[src/mipsPkg.sv]
`default_nettype none

package mipsPkg;

	// Width types
	typedef logic [31:0] wordT;
	typedef logic [4:0]  regIdxT;
	typedef logic [5:0]  opcodeT;
	typedef logic [5:0]  functT;

	// Instruction classes seen by the decoder
	typedef enum logic [3:0] {
		clsAluReg,
		clsShift,
		clsAluImm,
		clsLui,
		clsLoad,
		clsStore,
		clsBranch,
		clsJump,
		clsJumpLink,
		clsJumpReg,
		clsJumpRegLink,
		clsIllegal
	} instrClassT;

	// ALU operations handed to execute
	typedef enum logic [3:0] {
		aluAdd,
		aluSub,
		aluAnd,
		aluOr,
		aluXor,
		aluSlt,
		aluSll,
		aluSrl,
		aluPassImm
	} aluOpT;

	// Fetch handshake states
	typedef enum logic [1:0] {
		stIdle,
		stDecode,
		stAck
	} hsStateT;

	// Primary opcodes
	localparam opcodeT OP_SPECIAL = 6'h00;
	localparam opcodeT OP_J       = 6'h02;
	localparam opcodeT OP_JAL     = 6'h03;
	localparam opcodeT OP_BEQ     = 6'h04;
	localparam opcodeT OP_BNE     = 6'h05;
	localparam opcodeT OP_ADDIU   = 6'h09;
	localparam opcodeT OP_SLTI    = 6'h0A;
	localparam opcodeT OP_ANDI    = 6'h0C;
	localparam opcodeT OP_ORI     = 6'h0D;
	localparam opcodeT OP_XORI    = 6'h0E;
	localparam opcodeT OP_LUI     = 6'h0F;
	localparam opcodeT OP_LW      = 6'h23;
	localparam opcodeT OP_SW      = 6'h2B;

	// Function codes under OP_SPECIAL
	localparam functT FN_SLL  = 6'h00;
	localparam functT FN_SRL  = 6'h02;
	localparam functT FN_JR   = 6'h08;
	localparam functT FN_JALR = 6'h09;
	localparam functT FN_ADDU = 6'h21;
	localparam functT FN_SUBU = 6'h23;
	localparam functT FN_AND  = 6'h24;
	localparam functT FN_OR   = 6'h25;
	localparam functT FN_XOR  = 6'h26;
	localparam functT FN_SLT  = 6'h2A;

	// Return address register for jal
	localparam regIdxT LINK_REG = 5'd31;

	// Bundle for execute
	typedef struct packed {
		instrClassT cls;
		aluOpT      aluOp;
		wordT       rsVal;
		wordT       rtVal;
		wordT       imm;
		logic [4:0] shamt;
		logic       writeEn;
		regIdxT     writeReg;
		logic       memRead;
		logic       memWrite;
		logic       useImm;
		logic       illegal;
	} decodedT;

	// Bundle for fetch
	typedef struct packed {
		logic taken;
		wordT target;
	} redirectT;

endpackage

`default_nettype wire

[src/aluDecoder.sv]
`timescale 1ns/1ps
`default_nettype none

module aluDecoder import mipsPkg::*; (
	input  instrClassT cls,
	input  opcodeT     opcode,
	input  functT      funct,
	output aluOpT      aluOp,
	output logic       useImm,
	output logic       zeroExt
);

	// ALU operation select
	always_comb begin
		aluOp = aluAdd;
		unique case (cls)
			clsAluReg, clsShift: begin
				// Function field picks the op
				unique case (funct)
					FN_SUBU: aluOp = aluSub;
					FN_AND:  aluOp = aluAnd;
					FN_OR:   aluOp = aluOr;
					FN_XOR:  aluOp = aluXor;
					FN_SLT:  aluOp = aluSlt;
					FN_SLL:  aluOp = aluSll;
					FN_SRL:  aluOp = aluSrl;
					default: aluOp = aluAdd;
				endcase
			end
			clsAluImm: begin
				// Opcode picks the op
				unique case (opcode)
					OP_SLTI: aluOp = aluSlt;
					OP_ANDI: aluOp = aluAnd;
					OP_ORI:  aluOp = aluOr;
					OP_XORI: aluOp = aluXor;
					default: aluOp = aluAdd;
				endcase
			end
			clsLui:                      aluOp = aluPassImm;
			// Link value travels in imm
			clsJumpLink, clsJumpRegLink: aluOp = aluPassImm;
			clsBranch:                   aluOp = aluSub;
			// Address add, plain jumps, illegal
			default:                     aluOp = aluAdd;
		endcase
	end

	// Second operand from the immediate
	assign useImm = (cls == clsAluImm) || (cls == clsLui) ||
		(cls == clsLoad) || (cls == clsStore);

	// Logical immediates are zero extended
	assign zeroExt = (cls == clsAluImm) &&
		((opcode == OP_ANDI) || (opcode == OP_ORI) || (opcode == OP_XORI));

endmodule

`default_nettype wire

[src/branchUnit.sv]
`timescale 1ns/1ps
`default_nettype none

module branchUnit import mipsPkg::*; (
	input  instrClassT cls,
	input  opcodeT     opcode,
	input  wordT       pc,
	input  wordT       instr,
	input  wordT       rsVal,
	input  wordT       rtVal,
	output redirectT   redirect
);

	wordT pcPlus4;
	wordT branchTarget;
	wordT jumpTarget;
	logic regsEqual;

	// Sequential address
	assign pcPlus4 = pc + 32'd4;

	// Word offset relative to the delay slot address
	assign branchTarget = pcPlus4 + {{14{instr[15]}}, instr[15:0], 2'b00};

	// Region of pc+4 with the 26-bit index
	assign jumpTarget = {pcPlus4[31:28], instr[25:0], 2'b00};

	assign regsEqual = (rsVal == rtVal);

	// Select target and taken flag by class
	always_comb begin
		redirect = '0;
		unique case (cls)
			clsBranch: begin
				redirect.target = branchTarget;
				// beq on equal, bne on differ
				redirect.taken = ((opcode == OP_BEQ) && regsEqual) ||
					((opcode == OP_BNE) && !regsEqual);
			end
			clsJump, clsJumpLink: begin
				redirect.taken  = 1'b1;
				redirect.target = jumpTarget;
			end
			clsJumpReg, clsJumpRegLink: begin
				redirect.taken  = 1'b1;
				redirect.target = rsVal;
			end
			// No redirect for anything else
			default: redirect = '0;
		endcase
	end

endmodule

`default_nettype wire

[src/decodeStage.sv]
`timescale 1ns/1ps
`default_nettype none

module decodeStage import mipsPkg::*; (
	input  logic     clk,
	input  logic     arstN,
	input  logic     inReq,
	output logic     inAck,
	input  wordT     pc,
	input  wordT     instr,
	input  logic     wbEn,
	input  regIdxT   wbReg,
	input  wordT     wbData,
	output decodedT  outDecoded,
	output redirectT outRedirect
);

	hsStateT    state;
	// Captured fetch word
	wordT       pcQ;
	wordT       instrQ;
	// Decode results
	instrClassT cls;
	aluOpT      aluOp;
	wordT       rsVal;
	wordT       rtVal;
	wordT       imm;
	wordT       pcPlus8;
	logic       memRead;
	logic       memWrite;
	logic       writeEn;
	regIdxT     writeReg;
	logic       useImm;
	logic       zeroExt;
	decodedT    decodedNext;
	redirectT   redirectNext;

	// Read addresses from rs and rt
	regFile regFile_i (
		.clk(clk), .arstN(arstN),
		.rdAddrA(instrQ[25:21]), .rdAddrB(instrQ[20:16]),
		.rdDataA(rsVal), .rdDataB(rtVal),
		.wrEn(wbEn), .wrAddr(wbReg), .wrData(wbData)
	);

	mainDecoder mainDecoder_i (
		.instr(instrQ), .cls(cls), .memRead(memRead), .memWrite(memWrite),
		.writeEn(writeEn), .writeReg(writeReg)
	);

	aluDecoder aluDecoder_i (
		.cls(cls), .opcode(instrQ[31:26]), .funct(instrQ[5:0]),
		.aluOp(aluOp), .useImm(useImm), .zeroExt(zeroExt)
	);

	branchUnit branchUnit_i (
		.cls(cls), .opcode(instrQ[31:26]), .pc(pcQ), .instr(instrQ),
		.rsVal(rsVal), .rtVal(rtVal), .redirect(redirectNext)
	);

	// Return address for jal and jalr
	assign pcPlus8 = pcQ + 32'd8;

	// Immediate formation
	always_comb begin
		if ((cls == clsJumpLink) || (cls == clsJumpRegLink)) begin
			imm = pcPlus8;
		end else if (cls == clsLui) begin
			imm = {instrQ[15:0], 16'h0000};
		end else if (zeroExt) begin
			imm = {16'h0000, instrQ[15:0]};
		end else begin
			imm = {{16{instrQ[15]}}, instrQ[15:0]};
		end
	end

	// Bundle assembly
	assign decodedNext = '{cls: cls, aluOp: aluOp, rsVal: rsVal, rtVal: rtVal,
		imm: imm, shamt: instrQ[10:6], writeEn: writeEn, writeReg: writeReg,
		memRead: memRead, memWrite: memWrite, useImm: useImm,
		illegal: (cls == clsIllegal)};

	// Capture registers only load in stIdle
	always_ff @(posedge clk) begin
		if ((state == stIdle) && inReq) begin
			pcQ    <= pc;
			instrQ <= instr;
		end
	end

	// Four-phase handshake with fetch
	always_ff @(posedge clk or negedge arstN) begin
		if (!arstN) begin
			state       <= stIdle;
			inAck       <= 1'b0;
			outDecoded  <= '0;
			outRedirect <= '0;
		end else begin
			unique case (state)
				stIdle: begin
					if (inReq) begin
						state <= stDecode;
					end
				end
				stDecode: begin
					// Bundles valid together with inAck
					outDecoded  <= decodedNext;
					outRedirect <= redirectNext;
					inAck       <= 1'b1;
					state       <= stAck;
				end
				stAck: begin
					// Hold outputs until fetch drops inReq
					if (!inReq) begin
						inAck <= 1'b0;
						state <= stIdle;
					end
				end
				default: state <= stIdle;
			endcase
		end
	end

endmodule

`default_nettype wire

[src/mainDecoder.sv]
`timescale 1ns/1ps
`default_nettype none

module mainDecoder import mipsPkg::*; (
	input  wordT       instr,
	output instrClassT cls,
	output logic       memRead,
	output logic       memWrite,
	output logic       writeEn,
	output regIdxT     writeReg
);

	// Instruction fields
	opcodeT opcode;
	functT  funct;
	regIdxT rt;
	regIdxT rd;

	assign opcode = instr[31:26];
	assign funct  = instr[5:0];
	assign rt     = instr[20:16];
	assign rd     = instr[15:11];

	// Classify by opcode, then by function code for SPECIAL
	always_comb begin
		cls = clsIllegal;
		unique case (opcode)
			OP_SPECIAL: begin
				unique case (funct)
					FN_ADDU, FN_SUBU, FN_AND,
					FN_OR, FN_XOR, FN_SLT: cls = clsAluReg;
					FN_SLL, FN_SRL:        cls = clsShift;
					FN_JR:                 cls = clsJumpReg;
					FN_JALR:               cls = clsJumpRegLink;
					default:               cls = clsIllegal;
				endcase
			end
			OP_ADDIU, OP_SLTI, OP_ANDI,
			OP_ORI, OP_XORI: cls = clsAluImm;
			OP_LUI:          cls = clsLui;
			OP_LW:           cls = clsLoad;
			OP_SW:           cls = clsStore;
			OP_BEQ, OP_BNE:  cls = clsBranch;
			OP_J:            cls = clsJump;
			OP_JAL:          cls = clsJumpLink;
			default:         cls = clsIllegal;
		endcase
	end

	// Memory controls
	assign memRead  = (cls == clsLoad);
	assign memWrite = (cls == clsStore);

	// Destination register and its enable
	always_comb begin
		writeEn  = 1'b0;
		writeReg = '0;
		unique case (cls)
			clsAluReg, clsShift, clsJumpRegLink: begin
				// R-type writes rd
				writeEn  = 1'b1;
				writeReg = rd;
			end
			clsAluImm, clsLui, clsLoad: begin
				// I-type writes rt
				writeEn  = 1'b1;
				writeReg = rt;
			end
			clsJumpLink: begin
				writeEn  = 1'b1;
				writeReg = LINK_REG;
			end
			// Stores, branches, plain jumps, illegal
			default: begin
				writeEn  = 1'b0;
				writeReg = '0;
			end
		endcase
	end

endmodule

`default_nettype wire

[src/regFile.sv]
`timescale 1ns/1ps
`default_nettype none

module regFile import mipsPkg::*; (
	input  logic   clk,
	input  logic   arstN,
	input  regIdxT rdAddrA,
	input  regIdxT rdAddrB,
	output wordT   rdDataA,
	output wordT   rdDataB,
	input  logic   wrEn,
	input  regIdxT wrAddr,
	input  wordT   wrData
);

	// Register 0 has no storage
	wordT regs [1:31];

	// Write port
	always_ff @(posedge clk or negedge arstN) begin
		if (!arstN) begin
			// Whole file starts at zero
			for (int i = 1; i < 32; i++) begin
				regs[i] <= '0;
			end
		end else if (wrEn && (wrAddr != '0)) begin
			// Writes to r0 dropped
			regs[wrAddr] <= wrData;
		end
	end

	// Read port A
	always_comb begin
		if (rdAddrA == '0) begin
			rdDataA = '0;
		end else begin
			rdDataA = regs[rdAddrA];
		end
	end

	// Read port B
	always_comb begin
		if (rdAddrB == '0) begin
			rdDataB = '0;
		end else begin
			rdDataB = regs[rdAddrB];
		end
	end

endmodule

`default_nettype wire

[config.mk]
export PLATFORM = sky130hd
export DESIGN_NAME = decodeStage
export DESIGN_NICKNAME = d
export VERILOG_FILES = /design/src/mipsPkg.sv /design/src/aluDecoder.sv /design/src/branchUnit.sv /design/src/decodeStage.sv /design/src/mainDecoder.sv /design/src/regFile.sv
export SDC_FILE = /design/constraint.sdc
export NUM_CORES = 2
export LEC_CHECK = 0
export CAP_MARGIN = 10
export CORE_MARGIN = 4
export CORE_UTILIZATION = 40
export DETAILED_ROUTE_END_ITERATION = 16
export DONT_BUFFER_PORTS = 1
export PLACE_DENSITY_LB_ADDON = 0.25
export SKIP_CTS_REPAIR_TIMING = 1
export SYNTH_ARGS = -nofsm -noshare
export SYNTH_HDL_FRONTEND = slang
export SYNTH_SLANG_ARGS = --single-unit
[constraint.sdc]
create_clock -name clk -period 6.4 [get_ports clk]
set_input_delay 1.28 -clock clk [delete_from_list [all_inputs] [get_ports clk]]
set_output_delay 1.28 -clock clk [all_outputs]
set_load 0.05 [all_outputs]
After elaboration in Yosys (flattened, before gate mapping)
Cells that the tools add are included.

operators by class
  add/sub/neg operators = 3
  $lt $le $gt $ge = 4
  equality and inequality tests = 37
  multiplexer cells = 27
  bitwise gates (word level) = 3
  reduce and logical (&&, ||, !) cells = 35

operators by type and width
  cell                                                                   number
  992-bit bitwise mux                                                    1
  32-bit binary-select mux with 5-bit select                             2
  32-bit 2-to-1 mux                                                      10
  32-bit demux with 5-bit select                                         1
  33-bit case mux with 3 select lines                                    1
  6-bit by 4-bit equality test with 1-bit output, second input constant  8
  6-bit equality test, second input constant                             8
  32-bit by 3-bit adder with 32-bit output, second input constant        1
  32-bit adder                                                           1
  32-bit by 4-bit adder with 32-bit output, second input constant        1
  32-bit equality test                                                   1
  4-bit case mux with 4 select lines                                     2
  4-bit case mux with 8 select lines                                     1
  3-bit case mux with 7 select lines                                     1
  6-bit by 2-bit equality test with 1-bit output, second input constant  3
  6-bit >= comparator, second input constant                             3
  5-bit NOT with 6-bit output                                            3
  4-bit by 3-bit equality test with 1-bit output, second input constant  4
  4-bit equality test, second input constant                             4
  5-bit case mux with 3 select lines                                     1
  6-bit by 3-bit equality test with 1-bit output, second input constant  2
  6-bit zero test                                                        2
  3-bit case mux with 4 select lines                                     1
  5-bit zero test                                                        2
  23 further kinds                                                       45

word-level totals
  register bits after elaboration = 1,211
  bits of input ports = 105
  output and inout bits = 153
  word-level logic and storage cells = 158

Logic depth before layout (Yosys ltp)
  depth in word-level cells = 10
  mapped depth = 19
  depth with buffers taken out = 18

Modules after synthesis
A second synthesis with hierarchy kept.

unflattened totals
  cells, all modules = 5,206
  area, all modules = 66,193.5 um^2

by module, submodules not included
  module       times used  cells each  area an instance (um^2)  seq. area each (um^2)
  regFile      1           3,779       53,535.1                 24,823.8
  decodeStage  1           830         8,609.5                  5,800.6
  branchUnit   1           468         3,238.1                  0.0
  mainDecoder  1           98          614.3                    0.0
  aluDecoder   1           31          196.4                    0.0

Worst setup path before layout
No wires, ideal clock.

  path type = input-to-reg
  start point = input port inReq
  end point = register instrQ[0], enable pin
  setup time = 0.578 ns
  data arrival time = 5.911 ns
  data required time = 5.822 ns
  setup slack = -0.089 ns
  stages on the path = 1
  buffers on the path = 0
  cell sequence = nor3b_1

on the way
  cells in the longest elaborated chain, start to end = 1

RTL lines
  what                  RTL line           text
  from (decl)           decodeStage.sv:7   input logic inReq,
  1-bit logical AND     decodeStage.sv:85  if ((state == stIdle) && inReq) begin
  to (signal assigned)  decodeStage.sv:87  instrQ <= instr;
  to (decl)             decodeStage.sv:21  wordT instrQ;

Every way passes these cells.
A chain may end at the register's enable or synchronous reset.

Final worst setup path
  start point = register instrQ[17]
  end point = register outRedirect[32] (netlist bit)

on the way
  cells in the longest elaborated chain, start to end = 10
  elaborated cells between the ends (all ways) = 12
  classes of those cells = eq/ne (1); mux (5); bitwise (1); reduce/logical (5)

RTL lines
  what                                                  RTL line            text
  5-bit NOT with 6-bit output (implied by the code)     regFile.sv:46       rdDataB = regs[rdAddrB];
  32-bit binary-select mux with 5-bit select            regFile.sv:46
  32-bit 2-to-1 mux (implied by the code) (2 in a row)  regFile.sv:46
  32-bit 2-to-1 mux (*)                                 regFile.sv:43       if (rdAddrB == '0) begin
  32-bit equality test (*)                              branchUnit.sv:28    assign regsEqual = (rsVal == rtVal);
  1-bit zero test                                       branchUnit.sv:38    ((opcode == OP_BNE) && !regsEqual);
  1-bit logical AND                                     branchUnit.sv:38
  1-bit logical OR (*)                                  branchUnit.sv:37    redirect.taken = ((opcode == OP_BEQ) && regsEqual) ||
  33-bit case mux with 3 select lines (*)               branchUnit.sv:33    unique case (cls)
  to (signal assigned)                                  decodeStage.sv:108  outRedirect <= redirectNext;
  to (decl)                                             decodeStage.sv:15   output redirectT outRedirect

Mark *: on every way between the ends. The rest lies on a longest branch, timed or not. The select of a mux whose other input is x is not followed.

==> results.sh <==
export IMPL_cts_root_buf="clkbuf_16"
export IMPL_async_flop_share_pct=94.7
export IMPL_htreeDepth=4
export IMPL_synth_area_leaders="dfrtp_1 (44%), mux2_2 (19%), mux4_2 (15%), edfxtp_1 (3.0%), nand2_1 (1.8%)"
export IMPL_crit_fanout=58
export IMPL_pre_cts_slack_ns=1.59
export IMPL_hpwl_um=143000
export IMPL_drv_slew=0
export IMPL_grt_busiest_layer="met2"
export IMPL_firstDrtPassIters=7
export IMPL_die_height_um=410
export IMPL_die_x_um=410
export IMPL_antenna_found_initial=12
export IMPL_routed_via_density=6.41
export IMPL_cp_end_kind="flip-flop"
export IMPL_globalRouteMet3Util_pct=8.72
export IMPL_slew_headroom_pct=0.382
export IMPL_worst_pin_slew_ns=1.49
export IMPL_finalWirelength_um=235000
export IMPL_max_freq_mhz=198
export IMPL_die_area_sq_um=168000
export IMPL_synthXorXnorAreaFrac_pct=1.52
export IMPL_area_delta_synth_final_pct=10.1
export IMPL_hold_viol=0
export IMPL_tritoncts="yes"
export IMPL_rrSetupSlack_ns=1.36
export IMPL_gr_total_overflow=0
export IMPL_globalRouteMet1Util_pct=36.9
export IMPL_synth_distinct_cells=89
export IMPL_ys_flop_type="dfrtp_1"
export IMPL_synth_most_common_cell="dfrtp_1"
export IMPL_rows=147
export IMPL_remaining_drc_errors=0
export IMPL_first_global_vias=43500
export IMPL_grtUsageMet2_pct=42.1
export IMPL_synthAdderAreaFrac_pct=0.632
export IMPL_clkLatencyLatePin_ns=0.79
export IMPL_clk_pin_slew_ns=0.06
export IMPL_final_layout_size_suffix_gt1_share_pct=40.8
export IMPL_vias=43900
export IMPL_syn_nets=4899
export IMPL_synthMuxAreaShare_pct=35.1
export IMPL_numClockSinks=1211
export IMPL_numCtsBuffers=138
export IMPL_yosys_area_share_simple_pct=5.08
export IMPL_gp_congestion=0.935
export IMPL_yosys_warnings=0
export IMPL_cp_arrival_ns=5.70
export IMPL_min_period_ns=5.04
export IMPL_wire_per_inst_um=34.4
export IMPL_placed_cell_area_sq_um=66500
export IMPL_hp_class="in2async"
export IMPL_nets=4709
export IMPL_synthesis_area_sq_um=64500
export IMPL_yosysTopAreaCell="dfrtp_1"
export IMPL_grt_pass1_wl_um=333000
export IMPL_synth_top_area_share_pct=44.5
export IMPL_p_leak_nw=29.7
export IMPL_core_area_sq_um=160000
export IMPL_port_buffer_count=0
export IMPL_setup_viol=0
export IMPL_max_cap_violations=0
export IMPL_whs_ns=0.213
export IMPL_post_route_cell_area_sq_um=71000
export IMPL_crit_type="reg2reg"
export IMPL_pin_count=258
export IMPL_synth_seq_area_share_pct=47.5
export IMPL_start_kind="flip-flop"
export IMPL_clock_skew_ns=0.0317
export IMPL_cellPowerDensity_nw_per_um2=403
export IMPL_fin_ws_ns=1.36
export IMPL_fin_tns_setup_ns=0
export IMPL_synth_edf_count=64
export IMPL_drtAntennaViolNets=0
export IMPL_fin_util_pct=44.3
export IMPL_synth_compound_area_share_pct=6.88
export IMPL_ys_ff_latch=1211
export IMPL_outcome="finished, final reports clean"
export IMPL_synthCells=4762
export IMPL_peakVddDrop_v=0.000533
export IMPL_grt_max_degree=228
export IMPL_synth_common_cells="dfrtp_1 (1147), mux2_2 (1072), mux4_2 (433)"
export IMPL_grt_usage_pct=27.6
export IMPL_cts_buffer_depth=3
export IMPL_start_util_pct=40.2
export IMPL_synth_top_family_by_area="multiplexers"
export IMPL_rsz0062_at_grt="false"
export IMPL_drtIter0Drc=4927
export IMPL_fin_crit_sh_pct=78.8
export IMPL_required_ns=7.06
export IMPL_syn_area_per_cell_sq_um=13.5
-- registers in the layout, indices dropped and copies added (netlist names) --
signal / flops
outDecoded: 119
instrQ: 32
inAck: 1
outRedirect: 33
regFile_i.regs: 992
state: 2
pcQ: 32
-- per-stage QoR --
step	power (mW)	instances
6_report	28.6	6846
5_1_grt	29.7	6839
4_1_cts	28.6	6835
3_5_place_dp	20.7	6591
2_1_floorplan	17.7	4762
3_3_place_gp	20.6	6590
-- critical path, cell delays in order, from the launching register on --
cell and delay (ns):
edfxtp_1 0.44, buf_12 0.35, clkinv_1 0.77, buf_4 0.54, mux2i_1 0.33, o22ai_1 0.12
a211oi_1 0.99, xnor2_1 0.24, nand3_1 0.21, nor4_1 0.31, nand4_1 0.16, xnor2_1 0.21
o21ai_1 0.08
-- cell usage in the layout (no fill, tap or decap), drive strengths merged, types with 51 or more instances in the layout --
cell type,netlist,layout
a21oi,62,62
a221oi,73,73
buf,204,119
clkbuf,245,203
dfrtp,1147,1147
edfxtp,64,64
mux2,1072,1072
mux2i,79,79
mux4,433,433
nand2,310,310
nand3,51,51
nor2,161,161
o21ai,157,157
o22ai,71,71
xnor2,77,77
-- layout make-up --
| type | instances | area [sq um] |
|---|---|---|
| Antenna cell | 10 | 25.0 |
| Clock inverter | 41 | 368 |
| Fill cell | 14600 | 89400 |
| Clock buffer | 203 | 4110 |
| Timing Repair Buffer | 119 | 1170 |
| Sequential cell | 1211 | 30600 |
| Tap cell | 2160 | 2700 |
| Inverter | 24 | 90.1 |
| Multi-Input combinational cell | 3078 | 31900 |
-- per-layer routing --
metal / routed length, um / part of all wire [%] / vias up
li1: - / - / 17700
met2: 107000 / 45 / 2060
met5: 27 / 0.011 / -
met1: 94900 / 40 / 23600
met3: 24300 / 10 / 467
met4: 9580 / 4.1 / 4
-- worst paths after layout --
| path | from | end | cells after the start |
|---|---|---|---|
| setup / recovery | instrQ[17] | outRedirect[32] | 12 |
| hold / removal | arstN | state[1] | 0 |
| setup reg to reg | instrQ[17] | outRedirect[32] | 12 |
| hold reg to reg | regFile_i.regs[806] | regFile_i.regs[806] | 1 |
| max in group asynchronous | arstN | regFile_i.regs[71] | 4 |
| min in group clk | regFile_i.regs[806] | regFile_i.regs[806] | 1 |
-- logic make-up (layout without fill, tap and decap cells) --
group / Yosys count / in the layout
AOI/OAI and AO/OA: 633 / 633
xor gates and xnor gates: 112 / 112
adders and majority gates: 32 / 32
buffers and inverters: 473 / 387
DFF: 1211 / 1211
muxes: 1584 / 1584
other: 0 / 10
and+or+nand+nor: 717 / 717
-- power by group --
group,internal (mW),switching [mW]
clock network,4.60,3.32
logic,3.83,4.43
registers,9.44,3.02
Note: power is estimated with default switching activity, not from simulation.
